<file path="config.mk">
export PLATFORM = sky130hd
export DESIGN_NAME = tc_top
export DESIGN_NICKNAME = d
export VERILOG_FILES = /design/src/design/tc_pkg.sv /design/src/design/tc_cmd_feeder.sv /design/src/design/tc_psum_lane.sv /design/src/design/tc_psum_drain.sv /design/src/design/tc_top.sv
export VERILOG_INCLUDE_DIRS = /design/src /design/src/include
export SDC_FILE = /design/constraint.sdc
export NUM_CORES = 2
export LEC_CHECK = 0
export BUFFER_PORTS_ARGS = -buffer_cell sky130_fd_sc_hd__buf_2
export CORE_ASPECT_RATIO = 1.25
export CORE_MARGIN = 8
export CORE_UTILIZATION = 60
export CTS_CLUSTER_DIAMETER = 150
export DETAILED_ROUTE_END_ITERATION = 12
export PLACE_DENSITY_LB_ADDON = 0.25
export SKIP_CTS_REPAIR_TIMING = 1
export SLEW_MARGIN = 20
export SYNTH_ARGS = -nofsm -noshare
export SYNTH_HDL_FRONTEND = slang
export SYNTH_SLANG_ARGS = --single-unit
</file>
<file path="constraint.sdc">
create_clock -name clk -period 6.58 [get_ports clk]
set_input_delay 0.329 -clock clk [delete_from_list [all_inputs] [get_ports clk]]
set_output_delay 0.329 -clock clk [all_outputs]
set_load 0.1 [all_outputs]
</file>
<file path="src/include/tc_params.svh">
`ifndef TC_PARAMS_SVH
`define TC_PARAMS_SVH

// partial-sum cache geometry.
`define TC_ROWS         16
`define TC_ROW_W        4
`define TC_LANES        4

// operands are signed bytes, partial sums wrap at 16 bits.
`define TC_DW_IN        8
`define TC_DW_ACC       16

// the sender starts with one credit per FIFO entry.
`define TC_CMD_DEPTH    4

// beats the consumer can absorb before it returns a credit.
`define TC_OUT_CREDITS  2

`endif

</file>
<file path="src/design/tc_pkg.sv">
`include "tc_params.svh"

package tc_pkg;

    // command kind encodings.
    localparam logic KIND_MAC   = 1'b0;
    localparam logic KIND_DRAIN = 1'b1;

    // one signed operand byte per lane.
    typedef logic [`TC_LANES-1:0][`TC_DW_IN-1:0] tc_bvec_t;

    // multiply-accumulate payload.
    typedef struct packed {
        logic [`TC_ROW_W-1:0]  row;
        logic [`TC_DW_IN-1:0]  a;     // shared by every lane.
        tc_bvec_t              b;
        logic [`TC_LANES-1:0]  mask;
    } tc_mac_t;

    localparam int TC_MAC_W = $bits(tc_mac_t);

    // drain payload. row lines up with the row field of a MAC.
    typedef struct packed {
        logic [`TC_ROW_W-1:0]             row;
        logic                             clear;
        logic [TC_MAC_W-`TC_ROW_W-2:0]    pad;
    } tc_drain_t;

    typedef union packed {
        tc_mac_t   mac;
        tc_drain_t drain;
    } tc_payload_u;

    typedef struct packed {
        logic        kind;      // 0 is a MAC, 1 is a drain.
        tc_payload_u payload;
    } tc_cmd_t;

    // decoded command as broadcast from the feeder to all lanes.
    typedef struct packed {
        logic                  valid;
        logic                  is_drain;
        logic                  clear;
        logic [`TC_ROW_W-1:0]  row;
        logic [`TC_DW_IN-1:0]  a;
        tc_bvec_t              b;
        logic [`TC_LANES-1:0]  mask;
    } tc_issue_t;

    // one partial sum per lane, used for lane results and output beats.
    typedef logic [`TC_LANES-1:0][`TC_DW_ACC-1:0] tc_row_t;

endpackage

</file>
<file path="src/design/tc_cmd_feeder.sv">
`timescale 1ns/1ps

`include "tc_params.svh"

module tc_cmd_feeder (
    input  logic              clk,
    input  logic              rst,
    input  logic              cmd_valid,
    input  tc_pkg::tc_cmd_t   cmd,
    output logic              cmd_credit,
    input  logic              drain_ready,
    output tc_pkg::tc_issue_t issue,
    output logic              drain_issued
);
    import tc_pkg::*;

    localparam int PW   = $clog2(`TC_CMD_DEPTH);
    localparam int CNTW = $clog2(`TC_CMD_DEPTH + 1);

    tc_cmd_t         fifo_mem [`TC_CMD_DEPTH];
    logic [PW-1:0]   wr_ptr;
    logic [PW-1:0]   rd_ptr;
    logic [CNTW-1:0] count;
    logic            empty;
    logic            full;
    logic            push;
    logic            pop;
    logic            head_is_drain;
    tc_cmd_t         head;
    tc_mac_t         head_mac;
    tc_drain_t       head_drain;
    tc_issue_t       next_issue;

    function automatic logic [PW-1:0] ptr_next(input logic [PW-1:0] ptr);
        logic [PW-1:0] nxt;
        if (ptr == PW'(`TC_CMD_DEPTH - 1)) begin
            nxt = '0;
        end else begin
            nxt = ptr + 1'b1;
        end
        return nxt;
    endfunction

    assign empty = (count == '0);
    assign full  = (count == CNTW'(`TC_CMD_DEPTH));

    // the sender only sends on a held credit, so a full FIFO never sees a push.
    assign push = cmd_valid && !full;

    // a drain waits at the head until the output side can take its beat.
    assign head_is_drain = (head.kind == KIND_DRAIN);
    assign pop           = !empty && (!head_is_drain || drain_ready);

    always_comb begin
        head       = fifo_mem[rd_ptr];
        head_mac   = head.payload.mac;
        head_drain = head.payload.drain;

        next_issue          = '0;
        next_issue.valid    = 1'b1;
        next_issue.is_drain = head_is_drain;
        next_issue.row      = head_mac.row; // both views keep the row in the same bits.
        if (head_is_drain) begin
            next_issue.clear = head_drain.clear;
        end else begin
            next_issue.a    = head_mac.a;
            next_issue.b    = head_mac.b;
            next_issue.mask = head_mac.mask;
        end
    end

    always_ff @(posedge clk) begin
        if (push) begin
            fifo_mem[wr_ptr] <= cmd;
        end
    end

    always_ff @(posedge clk) begin
        if (rst) begin
            wr_ptr <= '0;
            rd_ptr <= '0;
            count  <= '0;
        end else begin
            if (push) begin
                wr_ptr <= ptr_next(wr_ptr);
            end
            if (pop) begin
                rd_ptr <= ptr_next(rd_ptr);
            end
            count <= count + CNTW'(push) - CNTW'(pop);
        end
    end

    // every pop frees an entry and so hands one credit back to the sender.
    always_ff @(posedge clk) begin
        if (rst) begin
            issue        <= '0;
            cmd_credit   <= 1'b0;
            drain_issued <= 1'b0;
        end else begin
            cmd_credit   <= pop;
            drain_issued <= pop && head_is_drain;
            if (pop) begin
                issue <= next_issue;
            end else begin
                issue.valid <= 1'b0;
            end
        end
    end

endmodule

</file>
<file path="src/design/tc_psum_lane.sv">
`timescale 1ns/1ps

`include "tc_params.svh"

module tc_psum_lane (
    input  logic                  clk,
    input  logic                  rst,
    input  tc_pkg::tc_issue_t     issue,
    input  logic [`TC_DW_IN-1:0]  b_lane,
    input  logic                  mask_lane,
    output logic                  lane_valid,
    output logic [`TC_DW_ACC-1:0] psum,
    output logic [`TC_ROW_W-1:0]  psum_row
);

    logic [`TC_DW_ACC-1:0]        col_mem [`TC_ROWS]; // this lane's column of partial sums.

    logic                         s1_valid;
    logic                         s1_drain;
    logic                         s1_clear;
    logic                         s1_mask;
    logic [`TC_ROW_W-1:0]         s1_row;
    logic signed [2*`TC_DW_IN-1:0] s1_prod;

    logic                         s2_mac;
    logic                         s2_drain;

    always_ff @(posedge clk) begin
        if (rst) begin
            s1_valid <= 1'b0;
        end else begin
            s1_valid <= issue.valid;
        end
    end

    // stage one forms the product and carries the command fields along.
    always_ff @(posedge clk) begin
        s1_drain <= issue.is_drain;
        s1_clear <= issue.clear;
        s1_mask  <= mask_lane;
        s1_row   <= issue.row;
        s1_prod  <= $signed(issue.a) * $signed(b_lane);
    end

    assign s2_mac   = s1_valid && !s1_drain && s1_mask;
    assign s2_drain = s1_valid && s1_drain;

    // stage two. a read and a clear of the same row happen at one edge.
    always_ff @(posedge clk) begin
        if (rst) begin
            for (int r = 0; r < `TC_ROWS; r++) begin
                col_mem[r] <= '0;
            end
            lane_valid <= 1'b0;
        end else begin
            lane_valid <= s2_drain;
            if (s2_drain && s1_clear) begin
                col_mem[s1_row] <= '0;
            end else if (s2_mac) begin
                col_mem[s1_row] <= col_mem[s1_row] + `TC_DW_ACC'(s1_prod); // wraps.
            end
        end
    end

    always_ff @(posedge clk) begin
        if (s2_drain) begin
            psum     <= col_mem[s1_row];
            psum_row <= s1_row;
        end
    end

endmodule

</file>
<file path="src/design/tc_psum_drain.sv">
`timescale 1ns/1ps

`include "tc_params.svh"

module tc_psum_drain (
    input  logic                  clk,
    input  logic                  rst,
    input  logic                  drain_issued,
    input  logic [`TC_LANES-1:0]  lane_valid,
    input  tc_pkg::tc_row_t       lane_psum,
    input  logic [`TC_ROW_W-1:0]  lane_row,
    input  logic                  out_credit,
    output logic                  drain_ready,
    output logic                  out_valid,
    output logic [`TC_ROW_W-1:0]  out_row,
    output tc_pkg::tc_row_t       out
);

    // wide enough for the in-flight count plus the drain issued this cycle.
    localparam int CW = $clog2(`TC_OUT_CREDITS + 2);

    logic [CW-1:0] credits;
    logic [CW-1:0] inflight;
    logic [CW-1:0] committed;
    logic          row_done;

    // every lane sees the same drain in the same cycle.
    assign row_done = &lane_valid;

    // a drain on the issue bus this cycle already claims its credit.
    assign committed   = inflight + CW'(drain_issued);
    assign drain_ready = (credits > committed);

    always_ff @(posedge clk) begin
        if (rst) begin
            credits  <= CW'(`TC_OUT_CREDITS);
            inflight <= '0;
        end else begin
            credits  <= credits + CW'(out_credit) - CW'(out_valid);
            inflight <= inflight + CW'(drain_issued) - CW'(out_valid);
        end
    end

    always_ff @(posedge clk) begin
        if (rst) begin
            out_valid <= 1'b0;
        end else begin
            out_valid <= row_done;
        end
    end

    always_ff @(posedge clk) begin
        if (row_done) begin
            out     <= lane_psum;
            out_row <= lane_row;
        end
    end

endmodule

</file>
<file path="src/design/tc_top.sv">
`timescale 1ns/1ps

`include "tc_params.svh"

module tc_top (
    input  logic                 clk,
    input  logic                 rst,
    input  logic                 cmd_valid,
    input  tc_pkg::tc_cmd_t      cmd,
    output logic                 cmd_credit,
    input  logic                 out_credit,
    output logic                 out_valid,
    output logic [`TC_ROW_W-1:0] out_row,
    output tc_pkg::tc_row_t      out
);
    import tc_pkg::*;

    tc_issue_t            issue;
    logic                 drain_issued;
    logic                 drain_ready;
    logic [`TC_LANES-1:0] lane_valid;
    tc_row_t              lane_psum;
    logic [`TC_ROW_W-1:0] lane_rows [`TC_LANES];

    tc_cmd_feeder u_feeder (
        .clk          (clk),
        .rst          (rst),
        .cmd_valid    (cmd_valid),
        .cmd          (cmd),
        .cmd_credit   (cmd_credit),
        .drain_ready  (drain_ready),
        .issue        (issue),
        .drain_issued (drain_issued)
    );

    for (genvar gi = 0; gi < `TC_LANES; gi++) begin : g_lane
        localparam int lane_idx = gi;

        tc_psum_lane u_lane (
            .clk        (clk),
            .rst        (rst),
            .issue      (issue),
            .b_lane     (issue.b[lane_idx]),
            .mask_lane  (issue.mask[lane_idx]),
            .lane_valid (lane_valid[lane_idx]),
            .psum       (lane_psum[lane_idx]),
            .psum_row   (lane_rows[lane_idx])
        );
    end

    // all lanes carry the same row tag, lane 0 stands for the beat.
    tc_psum_drain u_drain (
        .clk          (clk),
        .rst          (rst),
        .drain_issued (drain_issued),
        .lane_valid   (lane_valid),
        .lane_psum    (lane_psum),
        .lane_row     (lane_rows[0]),
        .out_credit   (out_credit),
        .drain_ready  (drain_ready),
        .out_valid    (out_valid),
        .out_row      (out_row),
        .out          (out)
    );

endmodule

</file>
### Word level (Yosys, flattened, before mapping)

Memories as Yosys holds them, arrays and structs flattened. A register that Yosys moved wholly into a read port is not among the register bits.
Cells that the tools add are included.

| storage, ports and cells | value |
|---|---|
| RAM bits | 1220 |
| logic and storage cells | 136 |
| register bits | 277 |
| memories kept | 5 |
| output and inout port bits | 70 |
| input bits | 53 |

Memories:

| name | words | width | rd ports | clocked after Yosys merged registers in | write ports | RTL line | source |
|---|---|---|---|---|---|---|---|
| g_lane[0].u_lane.col_mem | 16 | 16 | 1 | 1 | 16 | tc_psum_lane.sv:16 | `` logic [`TC_DW_ACC-1:0] col_mem [`TC_ROWS]; `` |
| g_lane[1].u_lane.col_mem | 16 | 16 | 1 | 1 | 16 | tc_psum_lane.sv:16 |  |
| g_lane[2].u_lane.col_mem | 16 | 16 | 1 | 1 | 16 | tc_psum_lane.sv:16 |  |
| g_lane[3].u_lane.col_mem | 16 | 16 | 1 | 1 | 16 | tc_psum_lane.sv:16 |  |
| u_feeder.fifo_mem | 4 | 49 | 1 | 1 | 1 | tc_cmd_feeder.sv:20 | `` tc_cmd_t fifo_mem [`TC_CMD_DEPTH]; `` |

| cells by class | value |
|---|---|
| reductions and logical operators | 20 |
| multiply operators | 4 |
| order comparisons | 1 |
| bitwise logic cells | 4 |
| mux-type cells | 46 |
| add/subtract/negate cells | 12 |
| equal/unequal tests | 3 |

Operator list:

| cell | number |
|---|---|
| $mux W16 | 8 |
| $add A16 B16 Y16 | 4 |
| $mul A8 B8 Y16 | 4 |
| $reduce_or A16 Y1 | 4 |
| $mux W44 | 1 |
| $mux W1 | 29 |
| $mux W4 | 4 |
| $logic_and A1 B1 Y1 | 10 |
| $mux W2 | 4 |
| $add A2 B1 Y2 | 2 |
| $add A2 B1 Y2 const B | 2 |
| $eq A2 B2 Y1 const B | 2 |
| $logic_not A1 Y1 | 4 |
| $or A1 B1 Y1 | 4 |
| $sub A2 B1 Y2 | 2 |
| $add A3 B1 Y3 | 1 |
| $eq A3 B3 Y1 const B | 1 |
| $logic_not A3 Y1 | 1 |
| $sub A3 B1 Y3 | 1 |
| $gt A2 B2 Y1 | 1 |
| $logic_or A1 B1 Y1 | 1 |

### Depth between registers and ports, before layout

| logic depth | value |
|---|---|
| word-level depth | 10 |
| mapped depth | 19 |
| mapped depth without buffers | 18 |

### Modules after synthesis

From an unflattened synthesis, not the netlist that was laid out.

| second synthesis, totals | value |
|---|---|
| cells, all modules | 5187 |
| area, all modules | 73744.5 um2 |

By module, submodules not included:

| module | instances | cells an instance | area an instance (um2) | seq. area each (um2) |
|---|---|---|---|---|
| tc_psum_lane (g_lane[0].u_lane) | 1 | 1152 | 15595.0 | 8788.4 |
| tc_psum_lane (g_lane[2].u_lane) | 1 | 1141 | 15478.6 | 8788.4 |
| tc_psum_lane (g_lane[3].u_lane) | 1 | 1140 | 15372.2 | 8788.4 |
| tc_psum_lane (g_lane[1].u_lane) | 1 | 1124 | 15338.5 | 8788.4 |
| tc_cmd_feeder | 1 | 536 | 9633.0 | 7106.8 |
| tc_psum_drain | 1 | 94 | 2327.2 | 2142.1 |

### Least setup slack after synthesis

No wires, ideal clock.

| timing | value |
|---|---|
| path type | reg-to-reg |
| start point | register, netlist name g_lane[3].u_lane.s1_row[1] |
| end point | memory g_lane[1].u_lane.col_mem[6][14] (netlist name) (data pin) |
| setup time | 260 ps |
| arrival | 4275 ps |
| path slack | 2045 ps |
| cell stages (with the launch flop) | 18 |
| cells stage by stage | dfxtp_1 > buf_6 > buf_12 > buf_4 > clkbuf_1 > buf_2 > mux4_2 > mux4_2 > ha_1 > fa_1 > a211oi_2 > o211ai_1 > a31o_2 > a21oi_1 > o21ai_1 > xnor2_1 > buf_4 > nor2_1 |

RTL lines:

| element | RTL line |
|---|---|
| end: declaration | tc_psum_lane.sv:16 |

==> results.md <==
* Run status: complete, no violations
* Total Nets Final at 5,722
* First-pass GRT wire length at 269,000 µm
* Gate Count Post-Synth at 5,086
* Commonest cells after routing, fill and taps aside: sky130_fd_sc_hd__edfxtp_1 (1,356), sky130_fd_sc_hd__nor2_1 (1,121), sky130_fd_sc_hd__mux4_2 (353), sky130_fd_sc_hd__inv_1 (345), sky130_fd_sc_hd__nand2_1 (267)
* Actual slew at the worst max-slew pin at 1.23 ns
* Final Total Pwr at 31.8 mW
* Setup violators final at 0
* Leakage Power at 29.2 nW
* Most common library cell in the layout ignoring fill and taps: sky130_fd_sc_hd__edfxtp_1
* Residual overflow from global routing at 0
* Final setup slack of the worst path at 1.30 ns
* Die Outline Area at 131,000 µm²
* Kind of cell with the highest combined delay on the critical path: compound AO/OA/AOI/OAI gates
* WL final at 181,000 µm
* FP Rows at 142
* EDFF count, synth at 1,356
* Number of max-cap violations at 0
* Buf+Inv Stages, Crit Path at 1
* Required @ worst endpoint at 7.07 ns
* Via-to-Cell Ratio at 6.15
* Clock Pin Slew Worst Setup and Hold Paths at 0.06 ns
* Routability Congestion at 0.903
* Post-synth top flop: sky130_fd_sc_hd__edfxtp_1
* Number of antenna-violating nets in the routed design at 0
* Drt wl/cell at 26.0 µm
* CP max stage cell: sky130_fd_sc_hd__dfxtp_4
* Setup clock skew after layout at 0.0367 ns
* Sequential cell area fraction in the yosys report at 60.5%
* Layout cells sized above 1 at 16.7%
* Total standard cell area after synthesis at 72,000 µm²
* Post-Syn Nets at 5,553
* Filler instances at 8,255
* Maximum fanout along the worst path at 38
* Half-perimeter wire length after placement at 121,000 µm
* Htree depth at 4
* Initial core utilization at 60.3%
* Synthesis Warnings at 0
* Buffer depth of the longest clock path at 3
* Root buffer cell: sky130_fd_sc_hd__clkbuf_16
* Placement Setup Slack at 1.17 ns
* I/O pin count at 123
* Worst-case vdd ir drop at 0.430 mV
* Clock tree from TritonCTS: yes
* Setup_tns at 0 ns
* Seq cells post-synth at 1,498
* Fmax at 189 MHz
* Horizontal die dimension at 326 µm
* Residual DRC count at 0
* Post-synthesis average cell area at 14.1 µm²
* DRT Pass-1 Iters at 8
* Number of sinks handled by clock tree synthesis at 1,498
* Skew-Pair Late Insertion Delay at 0.79 ns
* Die outline height at 403 µm
* Worst-path cell chain: buf_12 -> mux4_2 -> mux4_2 -> ha_1 -> fa_1 -> a211oi_2 -> o211ai_1 -> a31o_2 -> a211oi_1 -> o21bai_1 -> xnor2_2 -> nor2_1
* Count of cell types in the netlist at 71
* Number of antenna violations at the first check in global routing at 7
* Final count of hold timing violations at 0
* Critical Path Most Common Cell: sky130_fd_sc_hd__mux4_2
* Proportion of synthesized flip-flops having asynchronous set or reset at 0%
* Share of the clock period used by the worst path after layout at 80.2%
* Final slew viol count at 0
* Nature of the critical path startpoint: register
* Post-route design area at 79,600 µm²
* Area of the core at 119,000 µm²
* Area growth from synthesis to final layout at 10.7%
* Final critical path time including I/O delays and setup at 5.28 ns
* Category of the most critical setup path: reg -> reg
* DP Area at 74,300 µm²
* Via Count at 42,800
* Largest stage delay on the critical path at 0.80 ns
* Final design utilization at 66.7%
* Inserted Clock Buffers at 146
* Gr usage total at 27.3%
* PwrDens at 400 nW/µm²
* Endpoint kind of the worst setup timing path: register
* RSZ-0062 raised after global routing: false
* Port Buffer Count at 122
* Worst relative slew slack at 18.3%
* Vias in the first global route at 43,700
* First-iteration detailed-routing DRC count at 5,091
* Arrival @ worst endpoint at 5.76 ns
* Pin count of the biggest net entering global routing at 68
* Path class of the lowest-slack min-delay path: in -> reg
[worst paths after layout]
check / cells past startpoint / start / slack [ns] / end
max: 12 / g_lane[3].u_lane.s1_row[0] / 1.30 / g_lane[1].u_lane.col_mem[8][12]
min: 4 / cmd_valid / 0.11 / u_feeder.wr_ptr[1]
max reg2reg: 12 / g_lane[3].u_lane.s1_row[0] / 1.30 / g_lane[1].u_lane.col_mem[8][12]
min reg2reg: 0 / u_feeder.issue[47] / 0.35 / g_lane[3].u_lane.s1_row[3]
[Yosys cell counts, types with 4 or more instances]
cell type	instances	area [µm²]
sky130_fd_sc_hd__a311oi_1	9	78.8
sky130_fd_sc_hd__nor2_2	20	125
sky130_fd_sc_hd__mux4_2	353	7950
sky130_fd_sc_hd__and2_1	179	1120
sky130_fd_sc_hd__a211oi_1	9	67.6
sky130_fd_sc_hd__clkbuf_1	145	544
sky130_fd_sc_hd__nand2b_1	91	569
sky130_fd_sc_hd__a21o_1	24	180
sky130_fd_sc_hd__nand3_1	18	90.1
sky130_fd_sc_hd__nor3_1	21	105
sky130_fd_sc_hd__o21bai_1	11	82.6
sky130_fd_sc_hd__inv_1	345	1290
sky130_fd_sc_hd__nand3b_1	4	30.0
sky130_fd_sc_hd__a22oi_1	45	338
sky130_fd_sc_hd__or3_1	7	43.8
sky130_fd_sc_hd__nor2b_1	36	225
sky130_fd_sc_hd__buf_4	9	67.6
sky130_fd_sc_hd__o21ai_1	6	30.0
sky130_fd_sc_hd__o21ai_0	42	210
sky130_fd_sc_hd__fa_1	225	4500
sky130_fd_sc_hd__o22ai_1	10	62.6
sky130_fd_sc_hd__a21oi_1	70	350
sky130_fd_sc_hd__xor2_1	31	272
sky130_fd_sc_hd__ha_1	189	2360
sky130_fd_sc_hd__nand2_1	267	1000
sky130_fd_sc_hd__a31oi_1	6	37.5
sky130_fd_sc_hd__mux2_2	16	180
sky130_fd_sc_hd__xnor2_2	7	114
sky130_fd_sc_hd__a221oi_1	8	70.1
sky130_fd_sc_hd__buf_6	8	90.1
sky130_fd_sc_hd__nor2_1	1122	4210
sky130_fd_sc_hd__buf_1	7	26.3
sky130_fd_sc_hd__edfxtp_1	1356	40700
sky130_fd_sc_hd__xnor2_1	82	718
sky130_fd_sc_hd__dfxtp_1	142	2840
sky130_fd_sc_hd__mux2i_1	20	200
sky130_fd_sc_hd__o21a_1	18	135
sky130_fd_sc_hd__buf_2	72	360
sky130_fd_sc_hd__nand4_1	4	25.0
[registers in the layout (all words and copies together), names as in the netlist, named ones only]
register,flops
g_lane.u_lane.s1_mask,4
u_drain.out,64
g_lane.u_lane.s1_valid,1
g_lane.u_lane.col_mem,1024
g_lane.u_lane.s1_drain,1
u_feeder.wr_ptr,2
u_feeder.issue,51
u_drain.out_row,4
g_lane.u_lane.s1_row,4
g_lane.u_lane.s1_prod,64
g_lane.u_lane.psum,64
u_feeder.drain_issued,1
u_feeder.fifo_mem,196
u_drain.credits,2
u_drain.out_valid,1
u_feeder.rd_ptr,2
g_lane.u_lane.lane_valid,1
g_lane.u_lane.s1_clear,1
g_lane.u_lane.psum_row,4
u_feeder.count,3
u_drain.inflight,2
[power by group]
part	leakage [nW]	total (mW)	internal, mW	switching, mW
sequential	14.8	12.0	11.2	0.805
clock	2.33	8.43	4.77	3.66
combinational	12.1	11.4	4.44	6.99
total	29.2	31.8	20.4	11.5
[per-stage QoR]
stage / std cells / hold slack, ns
final: 6964 / 0.111
after global routing: 6962 / 0.134
after CTS: 6906 / -0.295
after detailed placement: 6637 / 0.340
after global placement: 6637 / 0.339
after floorplan: 5086 / 0.331
[routing by layer]
| metal | track usage [%] | share of wire [%] | vias up |
|---|---|---|---|
| met5 | 0 | 0 | - |
| met4 | 11.3 | 4.5 | 0 |
| met3 | 5.75 | 9.3 | 484 |
| met2 | 47.3 | 51 | 2247 |
| met1 | 33.4 | 36 | 21700 |
| li1 | - | - | 18400 |
[cell families (layout without fill, tap and decap cells)]
kind of cell / after synthesis / after routing / share of synthesized area, %
other cells: 0 / 4 / 0
fa+ha+maj: 414 / 414 / 9.55
buf+inv: 587 / 877 / 3.34
compound gates: 289 / 289 / 2.69
mux: 391 / 391 / 11.6
xor+xnor: 122 / 122 / 1.58
simple gates: 1785 / 1785 / 10.7
flops: 1498 / 1498 / 60.5
[layout make-up]
class	instances	area [µm²]	share of cell area, %
antenna	4	10.0	0.0126
clock buffer	192	3980	5.00
clock inverter	77	778	0.977
inverter	345	1290	1.63
multi-input combinational	3001	26100	32.8
sequential	1498	43600	54.7
tap	1584	1980	2.49
timing repair buffer	263	1890	2.37
[worst register-to-register path: stages, from the launching register on]
cell                       delay [ns]
sky130_fd_sc_hd__dfxtp_4         0.80
sky130_fd_sc_hd__buf_12          0.32
sky130_fd_sc_hd__mux4_2          0.54
sky130_fd_sc_hd__mux4_2          0.58
sky130_fd_sc_hd__ha_1            0.28
sky130_fd_sc_hd__fa_1            0.45
sky130_fd_sc_hd__a211oi_2        0.28
sky130_fd_sc_hd__o211ai_1        0.15
sky130_fd_sc_hd__a31o_2          0.29
sky130_fd_sc_hd__a211oi_1        0.25
sky130_fd_sc_hd__o21bai_1        0.16
sky130_fd_sc_hd__xnor2_2         0.76
sky130_fd_sc_hd__nor2_1          0.13
Note: power is estimated with default switching activity, not from simulation.
